File: src/verilog/ldpc_enc_consts.svh
// --------------------------------------------------------------------------
// ldpc encoder sizes
// circulant width and the limits of the Hs table and the column buffer
// --------------------------------------------------------------------------

`ifndef LDPC_ENC_CONSTS_SVH
`define LDPC_ENC_CONSTS_SVH

// circulant size in bits
`define LDPC_Z          8

// largest code over all rates
`define LDPC_MAX_COL    6
`define LDPC_MAX_ROW    4

// table depth, every rate fits in here
`define LDPC_MAX_CYCLE  16

`endif

File: src/verilog/ldpc_enc_hs_tab.svh
// --------------------------------------------------------------------------
// ldpc encoder Hs cycle tables
// entries row by row as {eop, col_idx, shift}, eop closes a row
// --------------------------------------------------------------------------

// rate 1/2, 4 data columns, 4 rows
localparam int cRATE_1BY2_TAB_SIZE = 8;

localparam cycle_ctx_t cRATE_1BY2_TAB [`LDPC_MAX_CYCLE] = '{
  0       : '{1'b0, 3'd0, 3'd1},
  1       : '{1'b1, 3'd2, 3'd5},
  2       : '{1'b0, 3'd1, 3'd3},
  3       : '{1'b1, 3'd3, 3'd0},
  4       : '{1'b0, 3'd0, 3'd6},
  5       : '{1'b0, 3'd1, 3'd2},
  6       : '{1'b1, 3'd3, 3'd4},
  7       : '{1'b1, 3'd2, 3'd7},
  default : '0
};

// rate 2/3, 4 data columns, 2 rows
localparam int cRATE_2BY3_TAB_SIZE = 6;

localparam cycle_ctx_t cRATE_2BY3_TAB [`LDPC_MAX_CYCLE] = '{
  0       : '{1'b0, 3'd0, 3'd2},
  1       : '{1'b0, 3'd1, 3'd4},
  2       : '{1'b1, 3'd3, 3'd1},
  3       : '{1'b0, 3'd0, 3'd5},
  4       : '{1'b0, 3'd2, 3'd3},
  5       : '{1'b1, 3'd3, 3'd6},
  default : '0
};

// rate 3/4, 6 data columns, 2 rows
localparam int cRATE_3BY4_TAB_SIZE = 8;

localparam cycle_ctx_t cRATE_3BY4_TAB [`LDPC_MAX_CYCLE] = '{
  0       : '{1'b0, 3'd0, 3'd1},
  1       : '{1'b0, 3'd1, 3'd7},
  2       : '{1'b0, 3'd2, 3'd3},
  3       : '{1'b1, 3'd4, 3'd5},
  4       : '{1'b0, 3'd1, 3'd2},
  5       : '{1'b0, 3'd3, 3'd0},
  6       : '{1'b0, 3'd4, 3'd6},
  7       : '{1'b1, 3'd5, 3'd4},
  default : '0
};
File: src/verilog/ldpc_enc_pkg.sv
// --------------------------------------------------------------------------
// ldpc encoder types
// code context, table indexes and the Hs cycle entry layout
// --------------------------------------------------------------------------

package ldpc_enc_pkg;

  `include "ldpc_enc_consts.svh"

  // toy code rates
  typedef enum logic [1:0] {
    cRATE_1BY2 = 2'd0,
    cRATE_2BY3 = 2'd1,
    cRATE_3BY4 = 2'd2
  } coderate_t;

  typedef struct packed {
    coderate_t coderate;
  } code_ctx_t;

  // column index, also holds the column count
  typedef logic [$clog2(`LDPC_MAX_COL + 1) - 1 : 0]   col_t;
  typedef logic [$clog2(`LDPC_MAX_ROW + 1) - 1 : 0]   row_t;
  typedef logic [$clog2(`LDPC_Z) - 1 : 0]             shift_t;
  // entry index, also holds the entry count
  typedef logic [$clog2(`LDPC_MAX_CYCLE + 1) - 1 : 0] cycle_idx_t;

  // one circulant word
  typedef logic [`LDPC_Z - 1 : 0] dat_t;

  // only end of row is left
  typedef struct packed {
    logic eop;
  } strb_t;

  // one Hs table entry
  typedef struct packed {
    logic   eop;
    col_t   col_idx;
    shift_t shift;
  } cycle_ctx_t;

endpackage

File: src/verilog/ldpc_enc_cycle_if.sv
// --------------------------------------------------------------------------
// Hs cycle entry link
// one table entry per read pulse, from the ROM to the parity unit
// --------------------------------------------------------------------------

`timescale 1ns/1ps

interface ldpc_enc_cycle_if import ldpc_enc_pkg::*; ();

  // one cycle valid, no back-pressure
  logic   read;
  strb_t  strb;
  col_t   col_idx;
  shift_t shift;

  modport src (output read, output strb, output col_idx, output shift);
  modport dst (input  read, input  strb, input  col_idx, input  shift);

endinterface

File: src/verilog/ldpc_enc_top.sv
// --------------------------------------------------------------------------
// ldpc encoder top level
// sequencer, Hs table ROM and parity unit
// --------------------------------------------------------------------------

`timescale 1ns/1ps

module ldpc_enc_top import ldpc_enc_pkg::*; #(
  parameter int pPIPE = 1
) (
  input  logic      iclk,
  input  logic      ireset,
  input  logic      iclkena,
  input  code_ctx_t icode_ctx,
  input  logic      iwrite,
  input  dat_t      iwdat,
  input  logic      istart,
  output col_t      oused_data_col,
  output row_t      oused_row,
  output logic      obusy,
  output logic      oval,
  output dat_t      odat,
  output logic      oeop
);

  logic       cycle_read;
  cycle_idx_t cycle_idx;
  cycle_idx_t cycle_max_num;

  ldpc_enc_cycle_if cyc ();

  // table walk
  ldpc_enc_ctrl #(
    .pPIPE (pPIPE)
  ) ctrl_i (
    .iclk           (iclk),
    .ireset         (ireset),
    .iclkena        (iclkena),
    .istart         (istart),
    .icycle_max_num (cycle_max_num),
    .ocycle_read    (cycle_read),
    .ocycle_idx     (cycle_idx),
    .obusy          (obusy)
  );

  ldpc_enc_hs #(
    .pPIPE (pPIPE)
  ) hs_i (
    .iclk           (iclk),
    .ireset         (ireset),
    .iclkena        (iclkena),
    .icode_ctx      (icode_ctx),
    .oused_data_col (oused_data_col),
    .oused_row      (oused_row),
    .ocycle_max_num (cycle_max_num),
    .icycle_read    (cycle_read),
    .icycle_idx     (cycle_idx),
    .cyc            (cyc.src)
  );

  // parity words out
  ldpc_enc_parity parity_i (
    .iclk      (iclk),
    .ireset    (ireset),
    .iclkena   (iclkena),
    .istart    (istart),
    .iwrite    (iwrite),
    .iwdat     (iwdat),
    .iused_row (oused_row),
    .cyc       (cyc.dst),
    .oval      (oval),
    .odat      (odat),
    .oeop      (oeop)
  );

endmodule

File: src/verilog/ldpc_enc_parity.sv
// --------------------------------------------------------------------------
// ldpc encoder parity unit
// column buffer, circulant rotation, row syndrome accumulation and
// staircase parity output
// --------------------------------------------------------------------------

`timescale 1ns/1ps

module ldpc_enc_parity import ldpc_enc_pkg::*; (
  input  logic iclk,
  input  logic ireset,
  input  logic iclkena,
  input  logic istart,
  input  logic iwrite,
  input  dat_t iwdat,
  input  row_t iused_row,
  ldpc_enc_cycle_if.dst cyc,
  output logic oval,
  output dat_t odat,
  output logic oeop
);

  `include "ldpc_enc_consts.svh"

  dat_t col_buf [`LDPC_MAX_COL];
  col_t waddr;
  logic enc_act;
  logic row_end;
  dat_t acc;
  dat_t prev_par;
  dat_t acc_nxt;
  dat_t par_nxt;
  row_t row_cnt;

  // --------------------------------------------------------------------------
  // column buffer
  // --------------------------------------------------------------------------

  always_ff @(posedge iclk or posedge ireset) begin
    if (ireset) begin
      waddr   <= '0;
      enc_act <= 1'b0;
    end
    else if (iclkena) begin
      if (istart) begin
        waddr <= '0;
      end
      else if (iwrite && !enc_act) begin
        waddr <= waddr + col_t'(1);
      end
      // encode window ends with the last parity word
      if (istart) begin
        enc_act <= 1'b1;
      end
      else if (oval && oeop) begin
        enc_act <= 1'b0;
      end
    end
  end

  always_ff @(posedge iclk) begin
    if (iclkena && iwrite && !enc_act) begin
      col_buf[waddr] <= iwdat;
    end
  end

  // --------------------------------------------------------------------------
  // rotation and row accumulation
  // --------------------------------------------------------------------------

  // bit i goes to bit (i + s) mod Z
  function automatic dat_t rotl(dat_t d, shift_t s);
    logic [2 * `LDPC_Z - 1 : 0] w;
    w = {d, d} << s;
    return w[2 * `LDPC_Z - 1 -: `LDPC_Z];
  endfunction

  assign row_end = cyc.read & cyc.strb.eop;
  assign acc_nxt = acc ^ rotl(col_buf[cyc.col_idx], cyc.shift);
  // staircase, p(r) = p(r-1) ^ s(r)
  assign par_nxt = prev_par ^ acc_nxt;

  always_ff @(posedge iclk) begin
    if (iclkena) begin
      if (istart) begin
        acc      <= '0;
        prev_par <= '0;
      end
      else if (row_end) begin
        acc      <= '0;
        prev_par <= par_nxt;
        odat     <= par_nxt;
      end
      else if (cyc.read) begin
        acc <= acc_nxt;
      end
    end
  end

  // row count and output strobes
  always_ff @(posedge iclk or posedge ireset) begin
    if (ireset) begin
      row_cnt <= '0;
      oval    <= 1'b0;
      oeop    <= 1'b0;
    end
    else if (iclkena) begin
      oval <= row_end;
      oeop <= row_end && (row_cnt == iused_row - row_t'(1));
      if (istart) begin
        row_cnt <= '0;
      end
      else if (row_end) begin
        row_cnt <= row_cnt + row_t'(1);
      end
    end
  end

  // buffer must not change under a running encode
  assert property (@(posedge iclk) disable iff (ireset) enc_act |-> !iwrite);

endmodule

File: src/verilog/ldpc_enc_ctrl.sv
// --------------------------------------------------------------------------
// ldpc encoder sequencer
// walks the Hs table one entry per clock and holds busy until the
// last parity word leaves the pipeline
// --------------------------------------------------------------------------

`timescale 1ns/1ps

module ldpc_enc_ctrl import ldpc_enc_pkg::*; #(
  parameter int pPIPE = 1
) (
  input  logic       iclk,
  input  logic       ireset,
  input  logic       iclkena,
  input  logic       istart,
  input  cycle_idx_t icycle_max_num,
  output logic       ocycle_read,
  output cycle_idx_t ocycle_idx,
  output logic       obusy
);

  // rom latency plus the parity output register
  localparam logic [1:0] cDRAIN = 2'(pPIPE + 2);

  logic [1:0] drain_cnt;

  always_ff @(posedge iclk or posedge ireset) begin
    if (ireset) begin
      ocycle_read <= 1'b0;
      ocycle_idx  <= '0;
      drain_cnt   <= '0;
    end
    else if (iclkena) begin
      if (istart) begin
        ocycle_read <= 1'b1;
        ocycle_idx  <= '0;
      end
      else if (ocycle_read) begin
        // last entry, hand over to drain
        if (ocycle_idx == icycle_max_num - cycle_idx_t'(1)) begin
          ocycle_read <= 1'b0;
          drain_cnt   <= cDRAIN;
        end
        else begin
          ocycle_idx <= ocycle_idx + cycle_idx_t'(1);
        end
      end
      else if (drain_cnt != '0) begin
        drain_cnt <= drain_cnt - 2'd1;
      end
    end
  end

  // busy while reading or draining
  assign obusy = ocycle_read | (drain_cnt != '0);

  // no restart of a running encode
  assert property (@(posedge iclk) disable iff (ireset) !(istart && obusy));

endmodule

File: src/verilog/ldpc_enc_hs.sv
// --------------------------------------------------------------------------
// ldpc encoder Hs table ROM
// code context selects the table, read latency is pPIPE + 1 clocks,
// code constants come straight from the code rate
// --------------------------------------------------------------------------

`timescale 1ns/1ps

module ldpc_enc_hs import ldpc_enc_pkg::*; #(
  parameter int pPIPE = 1
) (
  input  logic       iclk,
  input  logic       ireset,
  input  logic       iclkena,
  input  code_ctx_t  icode_ctx,
  output col_t       oused_data_col,
  output row_t       oused_row,
  output cycle_idx_t ocycle_max_num,
  input  logic       icycle_read,
  input  cycle_idx_t icycle_idx,
  ldpc_enc_cycle_if.src cyc
);

  `include "ldpc_enc_consts.svh"
  `include "ldpc_enc_hs_tab.svh"

  localparam int cIDX_W = $clog2(`LDPC_MAX_CYCLE);

  // --------------------------------------------------------------------------
  // code constants
  // --------------------------------------------------------------------------

  assign oused_data_col = get_used_data_col(icode_ctx);
  assign oused_row      = get_used_row(icode_ctx);
  assign ocycle_max_num = get_used_cycle_num(icode_ctx);

  // --------------------------------------------------------------------------
  // table read
  // --------------------------------------------------------------------------

  logic [1:0] rd_dly;
  cycle_ctx_t rdat [2];

  // read flag delay line
  always_ff @(posedge iclk or posedge ireset) begin
    if (ireset) begin
      rd_dly <= '0;
    end
    else if (iclkena) begin
      rd_dly <= {rd_dly[0], icycle_read};
    end
  end

  // entry registered, then one optional stage
  always_ff @(posedge iclk) begin
    if (iclkena) begin
      case (icode_ctx.coderate)
        cRATE_1BY2 : rdat[0] <= cRATE_1BY2_TAB[icycle_idx[cIDX_W - 1 : 0]];
        cRATE_2BY3 : rdat[0] <= cRATE_2BY3_TAB[icycle_idx[cIDX_W - 1 : 0]];
        default    : rdat[0] <= cRATE_3BY4_TAB[icycle_idx[cIDX_W - 1 : 0]];
      endcase
      rdat[1] <= rdat[0];
    end
  end

  // tap picked by pipeline depth
  assign cyc.read     = rd_dly[pPIPE];
  assign cyc.strb.eop = rdat[pPIPE].eop;
  assign cyc.col_idx  = rdat[pPIPE].col_idx;
  assign cyc.shift    = rdat[pPIPE].shift;

  // sequencer must stay inside the selected table
  assert property (@(posedge iclk) disable iff (ireset)
    icycle_read |-> (icycle_idx < ocycle_max_num));

  // --------------------------------------------------------------------------
  // rate decode
  // --------------------------------------------------------------------------

  function automatic col_t get_used_data_col(code_ctx_t code_ctx);
    case (code_ctx.coderate)
      cRATE_3BY4 : return col_t'(6);
      default    : return col_t'(4);
    endcase
  endfunction

  function automatic row_t get_used_row(code_ctx_t code_ctx);
    case (code_ctx.coderate)
      cRATE_1BY2 : return row_t'(4);
      default    : return row_t'(2);
    endcase
  endfunction

  function automatic cycle_idx_t get_used_cycle_num(code_ctx_t code_ctx);
    case (code_ctx.coderate)
      cRATE_1BY2 : return cycle_idx_t'(cRATE_1BY2_TAB_SIZE);
      cRATE_2BY3 : return cycle_idx_t'(cRATE_2BY3_TAB_SIZE);
      default    : return cycle_idx_t'(cRATE_3BY4_TAB_SIZE);
    endcase
  endfunction

endmodule

File: config.mk
export PLATFORM = sky130hd
export DESIGN_NAME = ldpc_enc_top
export DESIGN_NICKNAME = d
export VERILOG_FILES = /design/src/verilog/ldpc_enc_pkg.sv /design/src/verilog/ldpc_enc_cycle_if.sv /design/src/verilog/ldpc_enc_top.sv /design/src/verilog/ldpc_enc_parity.sv /design/src/verilog/ldpc_enc_ctrl.sv /design/src/verilog/ldpc_enc_hs.sv
export VERILOG_INCLUDE_DIRS = /design/src /design/src/verilog
export SDC_FILE = /design/constraint.sdc
export NUM_CORES = 1
export LEC_CHECK = 0
export ABC_AREA = 1
export BUFFER_PORTS_ARGS = -buffer_cell sky130_fd_sc_hd__clkbuf_2
export CAP_MARGIN = 20
export CORE_ASPECT_RATIO = 0.9
export CORE_MARGIN = 1
export CORE_UTILIZATION = 40
export DETAILED_ROUTE_END_ITERATION = 10
export GPL_ROUTABILITY_DRIVEN = 1
export PLACE_DENSITY = 0.53
export SLEW_MARGIN = 30
export SYNTH_ARGS = -nofsm -noshare
export SYNTH_HDL_FRONTEND = slang
export SYNTH_SLANG_ARGS = --single-unit
File: constraint.sdc
create_clock -name iclk -period 3.7 [get_ports iclk]
set_input_delay 0.555 -clock iclk [delete_from_list [all_inputs] [get_ports iclk]]
set_output_delay 0.555 -clock iclk [all_outputs]
set_load 0.1 [all_outputs]
==> After elaboration in Yosys (flattened, before gate mapping) <==
Memories as Yosys holds them, arrays and structs flattened.
Cells that the tools add are included.
{ "classes": {"n_addsub": 6, "n_mul": 0, "n_div": 0, "magnitude_cmp": 1, "eq_ne": 6, "shifts": 1, "n_mux": 41, "n_bitwise": 8, "reduce_logical": 23} }
{ "op_table": {"columns": ["operator", "n"], "rows": [
  ["$mux W7", 8],
  ["$mux W1", 18],
  ["$mux W8", 2],
  ["$shl A16 B3 Y16", 1],
  ["$xor A8 B8 Y8", 2],
  ["$mux W3", 5],
  ["$mux W5", 3],
  ["$reduce_bool A2 Y1", 6],
  ["$mux W2", 4],
  ["$reduce_and A2 Y1", 4],
  ["$add A3 B1 Y3 const B", 2],
  ["$reduce_and A3 Y1", 2],
  ["$add A5 B1 Y5 const B", 1],
  ["$eq A5 B5 Y1", 1],
  ["$ge A5 B5 Y1 const B", 1],
  ["$logic_and A1 B1 Y1", 5],
  ["$not A4 Y5", 1],
  ["$sub A5 B1 Y5 const B", 1],
  ["$mux W4", 1],
  ["$ne A2 B2 Y1 const B", 2],
  ["$reduce_and A4 Y1", 1],
  ["$reduce_or A2 Y1", 2],
  ["$eq A3 B3 Y1", 1],
  ["$or A1 B1 Y1", 3],
  ["other kinds (9)", 9]
]} }
{ "word_totals": {"reg_bits": 43, "latchBits": 0, "ramBits": 62, "rom_bits": 336, "inputBits": 15, "wordCells": 103, "mem_count": 5} }
{ "memory_table": {"columns": ["memory", "depth", "word_bits", "rd", "rd_clocked_by_memory_dff", "wr", "line_no", "source"], "rows": [
  ["(no name shown)", 16, 7, 1, 0, 0, "ldpc_enc_hs.sv:58", "cRATE_1BY2 : rdat[0] <= cRATE_1BY2_TAB[icycle_idx[cIDX_W - 1 : 0]];"],
  ["(no name shown)", 16, 7, 1, 0, 0, "ldpc_enc_hs.sv:59", "cRATE_2BY3 : rdat[0] <= cRATE_2BY3_TAB[icycle_idx[cIDX_W - 1 : 0]];"],
  ["(no name shown)", 16, 7, 1, 0, 0, "ldpc_enc_hs.sv:60", "default : rdat[0] <= cRATE_3BY4_TAB[icycle_idx[cIDX_W - 1 : 0]];"],
  ["parity_i.col_buf", 6, 8, 1, 0, 1, "ldpc_enc_parity.sv:25", "dat_t col_buf [`LDPC_MAX_COL];"],
  ["hs_i.rdat", 2, 7, 2, 0, 2, "ldpc_enc_hs.sv:42", "cycle_ctx_t rdat [2];"]
]} }

==> Depth between registers and ports, before layout <==
{ "logic_depth": {"depth_word": 7, "mapped_depth": 14, "ltp_nobuf": 12} }

==> By module <==
From an unflattened synthesis, not the netlist that was laid out.
{ "hier_totals": {"hier_cells": 611, "hier_area_um2": 5811.8} }
{ "modules_own_cells": {"columns": ["mod", "n_inst", "cells_each", "area_each_um2"], "rows": [
  ["ldpc_enc_parity", 1, 390, 4101.4],
  ["ldpc_enc_hs", 1, 120, 1033.5],
  ["ldpc_enc_ctrl", 1, 101, 676.9]
]} }

==> Worst setup path before layout <==
No wires, ideal clock.
{ "synth_path": {"path_type": "input -> output", "start": "in icode_ctx[0] (netlist name)", "end": "out oused_row[1]", "arrival_time_ps": 2843, "required_ps": 3145, "slack_ps": 302, "path_stages": 2, "n_path_buf": 0, "path_cell_list": "nor2_1 -> inv_1"} }
{ "synth_between": {"elab_chain_cells": 2} }
{ "synth_rtl": {"columns": ["element", "line_no", "source"], "rows": [
  ["start, declared", "ldpc_enc_top.sv:14", "input code_ctx_t icode_ctx,"],
  ["$logic_not A2 Y1", "ldpc_enc_hs.sv:88", "case (code_ctx.coderate)"],
  ["$mux W3", "ldpc_enc_hs.sv:88", null],
  ["end, declared", "ldpc_enc_top.sv:19", "output row_t oused_row,"]
]} }
Every way passes these cells.

==> flow_summary.ini <==
[place]
portBuffers = 28
dp_cells = 715
dpl.hpwl_um = 7840
gp_congestion = 0.871

[detailed_routing]
drt_iter0_markers = 190
via_per_inst = 5.06
first_pass_iters = 4
met2_length_um = 5130
top_layer = met4
wl_per_cell_um = 14.8
via_count = 3697
wl_met1_um = 5160
dr_wl_met3_um = 284
drc = 0
wirelength_um = 10800
drtAntennaViolNets = 0

[yosys]
synth_async_sr_flop_share_pct = 18.1
synth.most_common_cell = nand2_1
yosys_warnings = 0
ys_seq_elements = 105
yosysUniqueCellTypes = 34
synth-edff-count = 86
synth_area_um2 = 5480
synth_top_area_cell = edfxtp_1
synth_area_leaders = edfxtp_1 (47%), nand3_2 (10%), dfrtp_1 (8.7%)
syn_inst = 528
synth.top_cells.by_count = nand2_1 (105), edfxtp_1 (86), nand3_1 (60), inv_1 (58), nand3_2 (57)
seq_area_frac_synth_pct = 55.8
synth_top_area_share_pct = 47.1
ys.flop_type = edfxtp_1
synth.avg_cell_area_um2 = 10.4

[worst_setup_path]
r2r-start = hs_i.rdat[0][10]
endpoint_kind = flop
regToRegSetupSlack_ns = 1.30
cp-start-kind = flop
cp_max_fo = 14
r2r_end = parity_i.prev_par[0]
required_ns = 3.80
reg2reg_depth = 12
path_class = flop to flop
cp.arrival_ns = 2.49

[pwr]
p_clk_share_pct = 33.2
netSwitchingFraction_pct = 29.4
peakVddDrop_v = 0.000228
power_frac_seq_pct = 47.9
p_leak_nw = 2.56
power_frac_comb_pct = 18.9
cellPowerDensity_nw_per_um2 = 490
p_int_mw = 2.09
p_switching_mw = 0.873

[global_route]
track_usage_pct = 16.8
first_global_vias = 3757
grt_pass1_wl_um = 18400
gr-total-overflow = 0
antenna_found_initial = 0
grt_max_degree = 25

[clock_network]
clkSlewWorstSetupHoldPaths_ns = 0.07
cts_hold_buf = 0
clock_sinks = 105
clockBufferDepth = 2
cts_buffers = 9
post_cts_buffers = 0
root_buffer = clkbuf_16
clock_latency_ns = 0.35
htree_levels = 3
post_cts_resized = 0
cts_tree = built

[timing]
hold_viol = 0
tightest_slew_ns = 0.899
max_freq_mhz = 417
finalSetupViolCount = 0
fin_worst_hold_slack_ns = 0.342
timing.setup.tns_ns = 0
slew_violations = 0
worst_clock_skew_ns = 0.00449
grt_setup_unrepaired = no
timing.final.crit_period_ns = 2.40
max_slew_margin_pct = 40.1
period_share_pct = 64.8

[floorplanning]
ios = 32
dieArea_um2 = 14200
die_y_um = 113
start_util_pct = 41.0
die_x_um = 125
coreArea_um2 = 13400
row_count = 40

[status]
status = finished, final reports clean

[layout]
area_growth_pct = 10.5
final_cells = 731
nFillCells = 1241
n_antenna_cell = 0
layout-drive-gt1-share_pct = 24.3
final_nets = 583

[flow_run]
max_cap_violations = 0

[min_path]
hold_class = input port to asynchronous set/reset pin
==> stage by stage <==
| step | worst slack [ns] | power (mW) | cell area [µm²] | utilization (%) |
|---|---|---|---|---|
| floorplan | 0.302 | 1.90 | 5480 | - |
| global placement | 1.13 | 2.00 | 5750 | 43.0 |
| detailed placement | 1.06 | 2.01 | 5750 | 43.0 |
| CTS | 1.30 | 2.99 | 6060 | 45.3 |
| global route | 1.02 | 3.11 | 6060 | 45.3 |
| finish | 1.30 | 2.97 | 6060 | 45.3 |
==> cells in the final DEF, fill, tap and decap left out, drive strengths merged <==
cell type  synthesis  final
edfxtp            86     86
o21ai             28     28
clkbuf             2     40
inv               60     61
xor2               3      3
o211ai             1      1
a22oi              1      1
nor3               6      6
dfrtp             19     19
nand3            117    117
ha                10     10
clkinv             0      1
o22ai              1      1
buf               15      7
bufinv             0      1
clkinvlp           0      1
conb               2      3
nand2            117    117
nor2              39     39
nor4               1      1
o31ai              1      1
a21oi             13     13
o41ai              1      1
a32o               4      4
a22o               1      1
==> state kept, by name, indices dropped and copies added (netlist names) <==
signal,flops
parity_i.enc_act,1
parity_i.prev_par,8
parity_i.oval,1
parity_i.waddr,3
ctrl_i.ocycle_read,1
hs_i.rd_dly,2
hs_i.rdat,14
ctrl_i.drain_cnt,2
ctrl_i.ocycle_idx,5
parity_i.col_buf,48
parity_i.row_cnt,3
parity_i.acc,8
parity_i.odat,8
parity_i.oeop,1
==> logic make-up (layout without fill, tap and decap cells) <==
family,after synthesis,after routing,synth area share (%)
AND/OR/NAND/NOR,280,280,28.2
flip-flops,105,105,55.8
buffers and inverters,77,111,6.74
AO/OA/AOI/OAI,51,51,6.42
adder cells (fa/ha/maj),10,10,2.28
XOR/XNOR,3,3,0.480
other,2,3,0.137
==> layout make-up <==
| class | instances | area, µm² | share of cell area [%] |
|---|---|---|---|
| repair buffers | 35 | 193 | 3.18 |
| multi-input cells | 347 | 2060 | 34.0 |
| clock buffers | 12 | 256 | 4.24 |
| well taps | 168 | 210 | 3.47 |
| clock inverters | 4 | 51.3 | 0.847 |
| flip-flops and latches | 105 | 3060 | 50.5 |
| inverters | 60 | 230 | 3.80 |
==> per-layer routing <==
layer | up-vias | track usage (%)
li1 | 1861 | -
met1 | 1764 | 21.3
met2 | 59 | 28.2
met3 | 13 | 2.84
met4 | 0 | 7.97
met5 | - | 0
==> power by group through the flow <==
stage | registers [mW] | logic, mW | clock network (mW)
final | 1.42 | 0.561 | 0.985
after global routing | 1.43 | 0.635 | 1.05
after CTS | 1.42 | 0.566 | 1.01
after detailed placement | 1.45 | 0.564 | 0
after global placement | 1.44 | 0.553 | 0
after floorplan | 1.44 | 0.459 | 0
==> how the worst max path moves through the flow <==
stage / start / endpoint / slack, ns / cells past startpoint
2_1_floorplan: icode_ctx[0] / oused_row[1] / 0.30 / 2
3_3_place_gp: iclkena / parity_i.odat[1] / 1.13 / 5
3_5_place_dp: iclkena / parity_i.odat[7] / 1.06 / 5
4_1_cts: hs_i.rdat[0][10] / parity_i.prev_par[0] / 1.30 / 12
5_1_grt: hs_i.rdat[0][10] / parity_i.prev_par[2] / 1.02 / 12
6_report: hs_i.rdat[0][10] / parity_i.prev_par[0] / 1.30 / 12
==> critical path, cell delays in order, from the launching register on <==
cell and delay (ns):
edfxtp_1 0.75, buf_4 0.31, nor2_1 0.07, nor2_1 0.16, o21ai_4 0.09, nand3_2 0.09, nand3_1 0.16, nand3_2 0.15
nand2_1 0.08, nand2_1 0.10, nand3_2 0.07, nand2_2 0.07, nor2_2 0.03
(Power assumes the default switching activity.)
